## src/logic/pwrPkg.sv

```systemverilog
`default_nettype none

package pwrPkg;

  // --------------------------------------------------
  // Widths
  // --------------------------------------------------

  // Data word of the register port and the domain
  typedef logic [15:0] wordT;

  // Register address
  typedef logic [1:0] regAddrT;

  // Settle counter used in PwrOn2
  localparam int settleWidthC = 6;
  typedef logic [settleWidthC-1:0] settleCntT;

  // --------------------------------------------------
  // Register map
  // --------------------------------------------------

  // Bit 0 is the low-power request
  localparam regAddrT AddrCtrl = 2'd0;
  // Bit 0 is low-power status, bit 1 is domain powered
  localparam regAddrT AddrStatus = 2'd1;
  // Retained word of the domain
  localparam regAddrT AddrData = 2'd2;
  // Non-retained activity counter
  localparam regAddrT AddrCount = 2'd3;

  // --------------------------------------------------
  // Bundles
  // --------------------------------------------------

  // One register access, stb is a single-cycle strobe
  typedef struct packed {
    logic    stb;
    logic    write;
    regAddrT addr;
    wordT    wdata;
  } regReqS;

  // Control from the sequencer to the switchable domain
  typedef struct packed {
    logic gateClk;
    logic isolate;
    logic saveEdge;
    logic restoreEdge;
    logic pwr1On;
    logic pwr2On;
    logic rstnNonSrpg;
  } pwrCtrlS;

  // Power-shutoff sequence, shutdown first and then power-up
  typedef enum logic [3:0] {
    Idle,
    ClkOff,
    WaitGate,
    Isolate,
    SaveEdge,
    PrePwrOff,
    PwrOff,
    PwrOn1,
    PwrOn2,
    RestoreEdge,
    WaitRestore,
    DeIsolate,
    ClkOn,
    WaitClk,
    RstClr
  } seqStateT;

endpackage

`default_nettype wire

```

## src/logic/pwrCtrlTop.sv

```systemverilog
`default_nettype none

module pwrCtrlTop #(
  parameter int unsigned SettleCycles = 28
) (
  input  wire                 pclk27,
  input  wire                 nprst27,
  input  wire pwrPkg::regReqS regReq,
  output pwrPkg::wordT        rdData,
  output logic                rdValid,
  output logic                lpActive
);

  import pwrPkg::*;

  // Register block to sequencer
  logic    lpReq;
  logic    setStatus;
  logic    clrStatus;
  // Register block to domain
  logic    domWrStb;
  wordT    domWrData;
  // Domain back to the register block
  wordT    domData;
  wordT    domCount;
  // Sequencer to domain
  pwrCtrlS ctrl;

  // --------------------------------------------------
  // Register block
  // --------------------------------------------------

  pwrRegs uRegs (
    .pclk27    (pclk27),
    .nprst27   (nprst27),
    .regReq    (regReq),
    .setStatus (setStatus),
    .clrStatus (clrStatus),
    .domData   (domData),
    .domCount  (domCount),
    .lpReq     (lpReq),
    .domWrStb  (domWrStb),
    .domWrData (domWrData),
    .rdData    (rdData),
    .rdValid   (rdValid),
    .lpActive  (lpActive)
  );

  // --------------------------------------------------
  // Sequencer and controlled domain
  // --------------------------------------------------

  pwrSequencer #(
    .SettleCycles (SettleCycles)
  ) uSequencer (
    .pclk27    (pclk27),
    .nprst27   (nprst27),
    .lpReq     (lpReq),
    .ctrl      (ctrl),
    .setStatus (setStatus),
    .clrStatus (clrStatus)
  );

  retentionDomain uDomain (
    .pclk27    (pclk27),
    .nprst27   (nprst27),
    .ctrl      (ctrl),
    .domWrStb  (domWrStb),
    .domWrData (domWrData),
    .domData   (domData),
    .domCount  (domCount)
  );

endmodule

`default_nettype wire

```

## src/logic/pwrRegs.sv

```systemverilog
`default_nettype none

module pwrRegs (
  input  wire                pclk27,
  input  wire                nprst27,
  // Register port from outside
  input  wire pwrPkg::regReqS regReq,
  // Status strobes from the sequencer
  input  wire                setStatus,
  input  wire                clrStatus,
  // Values returned by the domain
  input  wire pwrPkg::wordT  domData,
  input  wire pwrPkg::wordT  domCount,
  // To the sequencer
  output logic               lpReq,
  // Domain write path
  output logic               domWrStb,
  output pwrPkg::wordT       domWrData,
  // Read return
  output pwrPkg::wordT       rdData,
  output logic               rdValid,
  output logic               lpActive
);

  import pwrPkg::*;

  logic lpReqR;
  logic statusR;
  logic ctrlWr;
  logic rdStb;
  wordT rdMux;

  // --------------------------------------------------
  // Request decode
  // --------------------------------------------------

  assign ctrlWr = regReq.stb & regReq.write & (regReq.addr == AddrCtrl);
  assign rdStb = regReq.stb & ~regReq.write;

  // Data writes go straight to the domain, which decides whether to take them
  assign domWrStb = regReq.stb & regReq.write & (regReq.addr == AddrData);
  assign domWrData = regReq.wdata;

  // --------------------------------------------------
  // Control and status bits
  // --------------------------------------------------

  // Low-power request, software owned
  always_ff @(posedge pclk27 or negedge nprst27)
  begin
    if (!nprst27)
      lpReqR <= 1'b0;
    else if (ctrlWr)
      lpReqR <= regReq.wdata[0];
  end

  // Status, set on shutdown start and cleared at the end of power-up
  always_ff @(posedge pclk27 or negedge nprst27)
  begin
    if (!nprst27)
      statusR <= 1'b0;
    else if (setStatus)
      statusR <= 1'b1;
    else if (clrStatus)
      statusR <= 1'b0;
  end

  assign lpReq = lpReqR;
  assign lpActive = statusR;

  // --------------------------------------------------
  // Read path
  // --------------------------------------------------

  always_comb
  begin
    case (regReq.addr)
      AddrCtrl:   rdMux = {15'd0, lpReqR};
      // Domain is live whenever no power cycle is in progress
      AddrStatus: rdMux = {14'd0, ~statusR, statusR};
      AddrData:   rdMux = domData;
      default:    rdMux = domCount;
    endcase
  end

  // Valid strobe one cycle after the read request
  always_ff @(posedge pclk27 or negedge nprst27)
  begin
    if (!nprst27)
      rdValid <= 1'b0;
    else
      rdValid <= rdStb;
  end

  // Read data is held until the next read
  always_ff @(posedge pclk27)
  begin
    if (rdStb)
      rdData <= rdMux;
  end

endmodule

`default_nettype wire

```

## src/logic/pwrSequencer.sv

```systemverilog
`default_nettype none

module pwrSequencer #(
  parameter int unsigned SettleCycles = 28
) (
  input  wire             pclk27,
  input  wire             nprst27,
  // Low-power request from the register block
  input  wire             lpReq,
  // Domain control, all registered
  output pwrPkg::pwrCtrlS ctrl,
  // Status strobes back to the register block
  output logic            setStatus,
  output logic            clrStatus
);

  import pwrPkg::*;

  // Both switches on, clock running, no isolation
  localparam pwrCtrlS CtrlReset = '{
    gateClk:     1'b0,
    isolate:     1'b0,
    saveEdge:    1'b0,
    restoreEdge: 1'b0,
    pwr1On:      1'b1,
    pwr2On:      1'b1,
    rstnNonSrpg: 1'b1
  };

  seqStateT  state;
  seqStateT  nextState;
  settleCntT settleCnt;
  logic      settleDone;

  // --------------------------------------------------
  // Next state
  // --------------------------------------------------

  assign settleDone = (settleCnt == '0);

  always_comb
  begin
    nextState = state;
    case (state)
      // Start shutdown once software asks for it
      Idle:
        if (lpReq)
          nextState = ClkOff;
      ClkOff:
        nextState = WaitGate;
      // Let the gated clock settle before clamping
      WaitGate:
        nextState = Isolate;
      Isolate:
        nextState = SaveEdge;
      SaveEdge:
        nextState = PrePwrOff;
      PrePwrOff:
        nextState = PwrOff;
      // Stay off until the request is withdrawn
      PwrOff:
        if (!lpReq)
          nextState = PwrOn1;
      PwrOn1:
        nextState = PwrOn2;
      // Second switch on, wait for the rail
      PwrOn2:
        if (settleDone)
          nextState = RestoreEdge;
      RestoreEdge:
        nextState = WaitRestore;
      WaitRestore:
        nextState = DeIsolate;
      DeIsolate:
        nextState = ClkOn;
      ClkOn:
        nextState = WaitClk;
      // One cycle of running clock before the reset lifts
      WaitClk:
        nextState = RstClr;
      RstClr:
        nextState = Idle;
      default:
        nextState = Idle;
    endcase
  end

  always_ff @(posedge pclk27 or negedge nprst27)
  begin
    if (!nprst27)
      state <= Idle;
    else
      state <= nextState;
  end

  // --------------------------------------------------
  // Settle counter
  // --------------------------------------------------

  // Loaded on the way into PwrOn2 so that the state lasts SettleCycles
  always_ff @(posedge pclk27 or negedge nprst27)
  begin
    if (!nprst27)
      settleCnt <= '0;
    else if (nextState == PwrOn2 && state != PwrOn2)
      settleCnt <= settleCntT'(SettleCycles - 1);
    else if (state == PwrOn2 && !settleDone)
      settleCnt <= settleCnt - 1'b1;
  end

  // --------------------------------------------------
  // Domain control, one cycle behind the decision
  // --------------------------------------------------

  always_ff @(posedge pclk27 or negedge nprst27)
  begin
    if (!nprst27)
      ctrl <= CtrlReset;
    else
    begin
      // Clock stays gated from ClkOff until ClkOn
      ctrl.gateClk <= !(nextState inside {Idle, ClkOn, WaitClk, RstClr});
      // Clamp covers the whole time the outputs may be invalid
      ctrl.isolate <= nextState inside {Isolate, SaveEdge, PrePwrOff, PwrOff,
                                        PwrOn1, PwrOn2, RestoreEdge, WaitRestore};
      ctrl.saveEdge <= (nextState == SaveEdge);
      ctrl.restoreEdge <= (nextState == RestoreEdge);
      // Switch 2 comes back one cycle after switch 1
      ctrl.pwr1On <= (nextState != PwrOff);
      ctrl.pwr2On <= !(nextState inside {PwrOff, PwrOn1});
      // Non-retained flops held in reset while power is unreliable
      ctrl.rstnNonSrpg <= !(nextState inside {PwrOff, PwrOn1, PwrOn2, RestoreEdge,
                                              WaitRestore, DeIsolate, ClkOn, WaitClk});
    end
  end

  // --------------------------------------------------
  // Status strobes
  // --------------------------------------------------

  assign setStatus = (nextState == ClkOff);
  assign clrStatus = (state == RstClr);

endmodule

`default_nettype wire

```

## src/logic/retentionDomain.sv

```systemverilog
`default_nettype none

module retentionDomain (
  input  wire                 pclk27,
  input  wire                 nprst27,
  // Sequencer control bundle
  input  wire pwrPkg::pwrCtrlS ctrl,
  // Write path from the register block
  input  wire                 domWrStb,
  input  wire pwrPkg::wordT   domWrData,
  // Observed values
  output pwrPkg::wordT        domData,
  output pwrPkg::wordT        domCount
);

  import pwrPkg::*;

  logic powered;
  logic clkRun;
  logic wrAccept;
  logic cntRstN;
  wordT dataR;
  wordT shadowR;
  wordT cntR;

  // --------------------------------------------------
  // Domain conditions
  // --------------------------------------------------

  // Both switches must be closed for the logic to hold state
  assign powered = ctrl.pwr1On & ctrl.pwr2On;
  // Gated clock modelled as an enable on the domain flops
  assign clkRun = ~ctrl.gateClk;
  assign wrAccept = domWrStb & clkRun & powered;

  // Non-retained reset is the chip reset or the sequencer's domain reset
  assign cntRstN = nprst27 & ctrl.rstnNonSrpg;

  // --------------------------------------------------
  // Retained word
  // --------------------------------------------------

  // Functional register, lost when power goes away
  always_ff @(posedge pclk27 or negedge nprst27)
  begin
    if (!nprst27)
      dataR <= '0;
    else if (!powered)
      dataR <= '0;
    else if (ctrl.restoreEdge)
      dataR <= shadowR;
    else if (wrAccept)
      dataR <= domWrData;
  end

  // Shadow on the always-on supply
  always_ff @(posedge pclk27)
  begin
    if (ctrl.saveEdge)
      shadowR <= dataR;
  end

  // --------------------------------------------------
  // Activity counter, not retained
  // --------------------------------------------------

  always_ff @(posedge pclk27 or negedge cntRstN)
  begin
    if (!cntRstN)
      cntR <= '0;
    else if (wrAccept)
      cntR <= cntR + 1'b1;
  end

  // Output clamp
  assign domData = ctrl.isolate ? '0 : dataR;
  assign domCount = cntR;

endmodule

`default_nettype wire

```

## config.mk

```make
export PLATFORM = sky130hd
export DESIGN_NAME = pwrCtrlTop
export DESIGN_NICKNAME = d
export VERILOG_FILES = /design/src/logic/pwrPkg.sv /design/src/logic/pwrCtrlTop.sv /design/src/logic/pwrRegs.sv /design/src/logic/pwrSequencer.sv /design/src/logic/retentionDomain.sv
export SDC_FILE = /design/constraint.sdc
export NUM_CORES = 1
export LEC_CHECK = 0
export BUFFER_PORTS_ARGS = -buffer_cell sky130_fd_sc_hd__buf_2
export CAP_MARGIN = 10
export CORE_MARGIN = 1
export CORE_UTILIZATION = 35
export CTS_CLUSTER_SIZE = 20
export DETAILED_ROUTE_END_ITERATION = 6
export PLACE_DENSITY = 0.5
export SETUP_SLACK_MARGIN = 0.5
export SYNTH_ARGS = -nofsm -noshare
export SYNTH_HDL_FRONTEND = slang
export SYNTH_HIERARCHICAL = 1
export SYNTH_SLANG_ARGS = --single-unit
```

## constraint.sdc

```tcl
create_clock -name pclk27 -period 1.1 [get_ports pclk27]
set_input_delay 0.055 -clock pclk27 [delete_from_list [all_inputs] [get_ports pclk27]]
set_output_delay 0.055 -clock pclk27 [all_outputs]
set_load 0.05 [all_outputs]
```

### Word level (Yosys, flattened, before mapping)

Index checks and enable logic that the tools add are counted.

| word-level totals | value |
|---|---|
| bits in registers | 84 |
| bits of input ports | 22 |
| output and inout port bits | 18 |
| word-level logic and storage cells | 90 |

| cells by class | value |
|---|---|
| add/sub/neg operators | 2 |
| eq/ne operators | 32 |
| muxes and demuxes | 13 |
| bitwise logic cells | 11 |
| reductions and logical operators | 16 |

Operator list:

| cell | count |
|---|---|
| two-way mux 16 bit | 4 |
| equality test 4 bit (second input constant) | 14 |
| case mux 4 bit (14 select lines) | 1 |
| case mux 16 bit (3 select lines) | 1 |
| equality test 4 x 3 -> 1 bit (second input constant) | 8 |
| adder 16 x 1 -> 16 bit (second input constant) | 1 |
| nonzero test 8 bit | 2 |
| equality test 4 x 2 -> 1 bit (second input constant) | 3 |
| two-way mux 4 bit | 3 |
| two-way mux 6 bit | 2 |
| bitwise AND 1 bit | 8 |
| equality test 4 x 1 -> 1 bit (second input constant) | 2 |
| logical NOT 4 bit | 2 |
| logical NOT 6 bit | 1 |
| nonzero test 2 bit | 3 |
| subtractor 6 x 1 -> 6 bit (second input constant) | 1 |
| logical NOT 1 bit | 4 |
| != test 4 x 3 -> 1 bit (second input constant) | 1 |
| != test 4 bit (second input constant) | 1 |
| nonzero test 4 bit | 1 |
| != test 3 bit (second input constant) | 1 |
| inverter 1 bit | 3 |
| equality test 2 x 1 -> 1 bit (second input constant) | 1 |
| equality test 2 bit (second input constant) | 1 |
| other kinds (3) | 5 |

### Longest topological paths before layout

| logic depth | value |
|---|---|
| depth in word-level cells | 7 |
| depth in mapped cells | 8 |
| mapped depth without buffers | 6 |

### Hierarchy

Netlist, hierarchy kept.

Modules (own cells, without submodules):

| module | times used | cells an instance | area an instance (um2) | sequential area each (um2) |
|---|---|---|---|---|
| retentionDomain | 1 | 167 | 2,139.6 | 1,281.2 |
| pwrRegs | 1 | 76 | 1,034.7 | 555.5 |
| pwrSequencer | 1 | 84 | 828.3 | 429.2 |

### Worst setup path before layout

Ideal clock, no wire load.

| timing path | value |
|---|---|
| path type | flip-flop to flip-flop |
| from | register uSequencer.settleCnt[0] |
| to | register uSequencer.settleCnt[0] |
| setup time | 0.128 ns |
| data arrival time | 1.472 ns |
| required time | 0.972 ns |
| slack | -0.499 ns |
| cell stages (with the launch flop) | 8 |
| path buffers | 1 |
| path through | dfrtp_1 > inv_1 > ha_1 > or3b_1 > buf_6 > o21ai_2 > xnor2_1 > nand2_1 |

| between the ends | value |
|---|---|
| cells in the longest elaborated chain, start to end | 6 |
| elaborated cells on any way between the ends | 11 |
| classes of those cells | add/sub (1); eq/ne (1); mux (4); reduce/logical (5) |

Ends and longest elaborated chain:

| what | line | source |
|---|---|---|
| from (decl) | pwrSequencer.sv:32 | `settleCntT settleCnt;` |
| from (signal assigned) | pwrSequencer.sv:106 | `settleCnt <= settleCntT'(SettleCycles - 1);` |
| from (signal assigned) | pwrSequencer.sv:108 | `settleCnt <= settleCnt - 1'b1;` |
| logical NOT 6 bit | pwrSequencer.sv:39 | `assign settleDone = (settleCnt == '0);` |
| two-way mux 4 bit | pwrSequencer.sv:68 | `if (settleDone)` |
| case mux 4 bit (14 select lines) | pwrSequencer.sv:44 | `case (state)` |
| equality test 4 bit | pwrSequencer.sv:105 | `else if (nextState == PwrOn2 && state != PwrOn2)` |
| logical AND 1 bit | pwrSequencer.sv:105 |  |
| two-way mux 6 bit or nonzero test 2 bit (tied branches) | - |  |

Several ways; a longest one is shown, not always the timed one. The select of a mux whose other input is x is not followed.
A chain may end at the register's enable or synchronous reset.

### Final worst setup path

| timing path | value |
|---|---|
| from | register uSequencer.settleCnt[0] |
| to | register uSequencer.settleCnt[3] |

The elaborated chain is that of the path after synthesis.

==> metrics.yaml <==
route:
  finalWirelength_mm: 9.732
  ant_nets: 0
  firstDrtPassIters: 5
  drc_errors: 0
  met2_length_mm: 4.805
  drt_iter0_drc: 90
  drt-vias-per-instance: 4.912
  wl_met1_mm: 4.366
  vias: 2859
  top_layer: "met4"
  routedWlPerCell_um: 16.72
  routed-wl-met3_um: 309
timing:
  whs_ns: -0.3658
  slew_headroom_pct: 73.72
  setup_viol: 54
  fmax_mhz: 640.6
  fin_skew_ns: 0.006950
  rsz0062_at_grt: "true"
  tns_ns: -15.78
  period_share_pct: 141.9
  worst_slack_ns: -0.4611
  min_period_ns: 1.561
  maxSlewViolCount: 0
  hold_violations: 33
  tightest_slew_ns: 0.3943
worst_setup_path:
  critPathRequiredTime_ns: 1.33
  cp-end-kind: "flip-flop"
  crit_path_start_kind: "flip-flop"
  reg2regPathDepth: 6
  cp.arrival_ns: 1.79
  crit_path_max_fanout: 5
  r2r-start: "uSequencer/settleCnt[0]"
  r2r_setup_slack_ns: -0.46
  crit_type: "reg -> reg"
  r2r_end: "uSequencer/settleCnt[3]"
clock_tree:
  clk_pin_slew_ns: 0.06
  numCtsBuffers: 9
  worstSkewPairLatency_ns: 0.34
  cts_tree: "done"
  cts_buffer_depth: 2
  clock-root-buffer: "clkbuf_16"
  cts_sinks: 84
  cts_max_level: 3
power:
  internal_power_mw: 9.737
  p_switching_mw: 5.397
  power.share.clock_pct: 17.9
  power_frac_seq_pct: 31.6
  power_frac_comb_pct: 50.5
  p_leak_nw: 2.518
  switching_share_pct: 35.66
  pwr_density_cell_mw_per_mm2: 2502
  peakVddDrop_mv: 1.268
placed_design:
  port_buffers: 39
  hpwl_mm: 6.076
  place_area_mm2: 0.004823
  gp_congestion: 0.7859
synthesis:
  synthesis.nets: 351
  ys.flop_type: "dfrtp_1"
  syn_avg_cell_area_um2: 12.24
  ys_ff_latch: 84
  syn_area_mm2: 0.004003
  synthArstFlopShare_pct: 61.90
  yosys_warnings: 6
  ys_types: 47
  seq_area_frac_synth_pct: 56.61
  synth_cells: 327
  synth-edff-count: 32
grt:
  track_usage_pct: 18.19
  antenna_found_initial: 0
  grt_max_degree: 27
  grt_overflow: 0
  grt_pass1_wl_mm: 15.70
  grt_pass1_vias: 3019
final_layout:
  fillers: 934
  drive_above_1_share_pct: 52.49
  design_area_mm2: 0.006048
  area_delta_synth_final_pct: 51.11
  layout_common_cells: "49 x buf_4, 47 x buf_6, 44 x dfrtp_1"
  multiInputGateArea_mm2: 0.002058
  antenna_cells: 0
  final_common_cell: "buf_4"
  fin_nets: 461
  regArea_mm2: 0.002272
floorplan:
  pin_count: 40
  start_util_pct: 36.44
  fp.coreArea_mm2: 0.01098
  dieWidth_um: 108.9
  dieArea_mm2: 0.01187
  chipHeight_um: 108.9
  rows: 38
run:
  maxCapViolCount: 0
worst_hold_path:
  holdCritPathClass: "in -> async"
run_status:
  outcome: "finished with violations"
  failed_checks: "hold timing, setup timing"
[state kept, by name, indices dropped and copies added (netlist names)]
signal and flops:
uRegs/lpActive 1, uDomain/dataR 16, uRegs/rdValid 1, uDomain/shadowR 16, uSequencer/state 4, uRegs/lpReq 1, uSequencer/ctrl 7, uDomain/domCount 16
uSequencer/settleCnt 6, uRegs/rdData 16
[stage by stage]
stage                     power [mW]  worst slack (ns)  util (%)  hold slack (ns)  cells
after floorplan                7.545           -0.4491         -          -0.2406    327
after global placement         8.823           -0.5057     43.92         -0.02100    536
after detailed placement       8.904           -0.5508     43.92         -0.01895    536
after CTS                      14.07           -0.4654     52.47          -0.3671    578
after global routing           15.97           -0.5298     55.07          -0.3585    582
final                          15.13           -0.4611     55.07          -0.3658    582
[worst max-delay path, cell delays in order (launching register included)]
cell	delay [ns]
dfrtp_1	0.38
inv_2	0.08
ha_4	0.13
or3b_4	0.42
o211ai_1	0.20
xor2_1	0.17
nand2_1	0.07
[layer usage]
metal  global-route usage, %  vias up
met1                   22.32     1419
met4                   8.012        0
li1                        -     1366
met2                   30.82       57
met3                   3.646       17
met5                       0        -
[cells in the mapped netlist (all sizes together), types with 2 or more instances]
cell,number,area (um^2)
nor4,3,48.80
a21oi,2,10.01
xnor2,16,140.1
ha,2,25.02
dfrtp,49,1226
clkbuf,6,22.52
dfstp,3,78.83
a21o,3,22.52
inv,6,22.52
nor2,5,18.77
o31ai,17,127.6
o21ai,7,38.78
mux2i,32,320.3
nand2,39,148.9
buf,25,186.4
nand3,9,57.56
nor3,5,25.02
xor2,4,35.03
o211ai,3,22.52
nand4,3,18.77
nor2b,35,219.0
edfxtp,32,960.9
nand2b,3,18.77
and2,2,12.51
[power by group through the flow]
stage / Sequential, mW / Clock (mW) / Combinational [mW]
global route: 4.89 / 2.90 / 8.18
floorplan: 4.89 / 0 / 2.65
CTS: 4.77 / 2.79 / 6.51
detailed placement: 4.75 / 0 / 4.16
global placement: 4.73 / 0 / 4.09
finish: 4.79 / 2.71 / 7.64
[what timing repair did]
item,in CTS,in global routing
endpoints found under the hold margin,34,15
gates resized for setup,118,48
setup buffers,21,4
gates cloned,5,0
setup endpoints to repair,133,126
pin swaps,30,20
[layout make-up]
cell class	count	area share [%]
Sequential cell	84	37.57
Clock buffer	10	3.786
Timing Repair Buffer	129	20.83
Clock inverter	6	0.5172
Inverter	6	0.3724
Multi-Input combinational cell	207	34.03
Tap cell	140	2.896
[worst max-delay path by stage]
stage / slack, ns / startpoint / to / depth (start not counted)
6_report: -0.46 / uSequencer/settleCnt[0] / uSequencer/settleCnt[3] / 6
5_1_grt: -0.53 / uSequencer/settleCnt[0] / uSequencer/settleCnt[3] / 6
4_1_cts: -0.47 / uSequencer/settleCnt[1] / uSequencer/settleCnt[3] / 6
3_5_place_dp: -0.55 / uSequencer/settleCnt[1] / uSequencer/settleCnt[3] / 6
3_3_place_gp: -0.51 / uSequencer/settleCnt[1] / uSequencer/settleCnt[3] / 6
2_1_floorplan: -0.45 / uSequencer/settleCnt[1] / uSequencer/settleCnt[3] / 7
[cell families (layout without fill, tap and decap cells)]
kind of cell / count (synthesis) / count (layout) / synth area share (%)
AND/OR/NAND/NOR: 115 / 116 / 17.41
AO/OA/AOI/OAI: 35 / 35 / 6.345
buffers and inverters: 37 / 151 / 5.783
multiplexers: 34 / 34 / 8.847
flip-flops: 84 / 84 / 56.61
adder cells (fa/ha/maj): 2 / 2 / 0.6251
XOR/XNOR: 20 / 20 / 4.376
No activity file was read; power rests on OpenSTA's default activity.
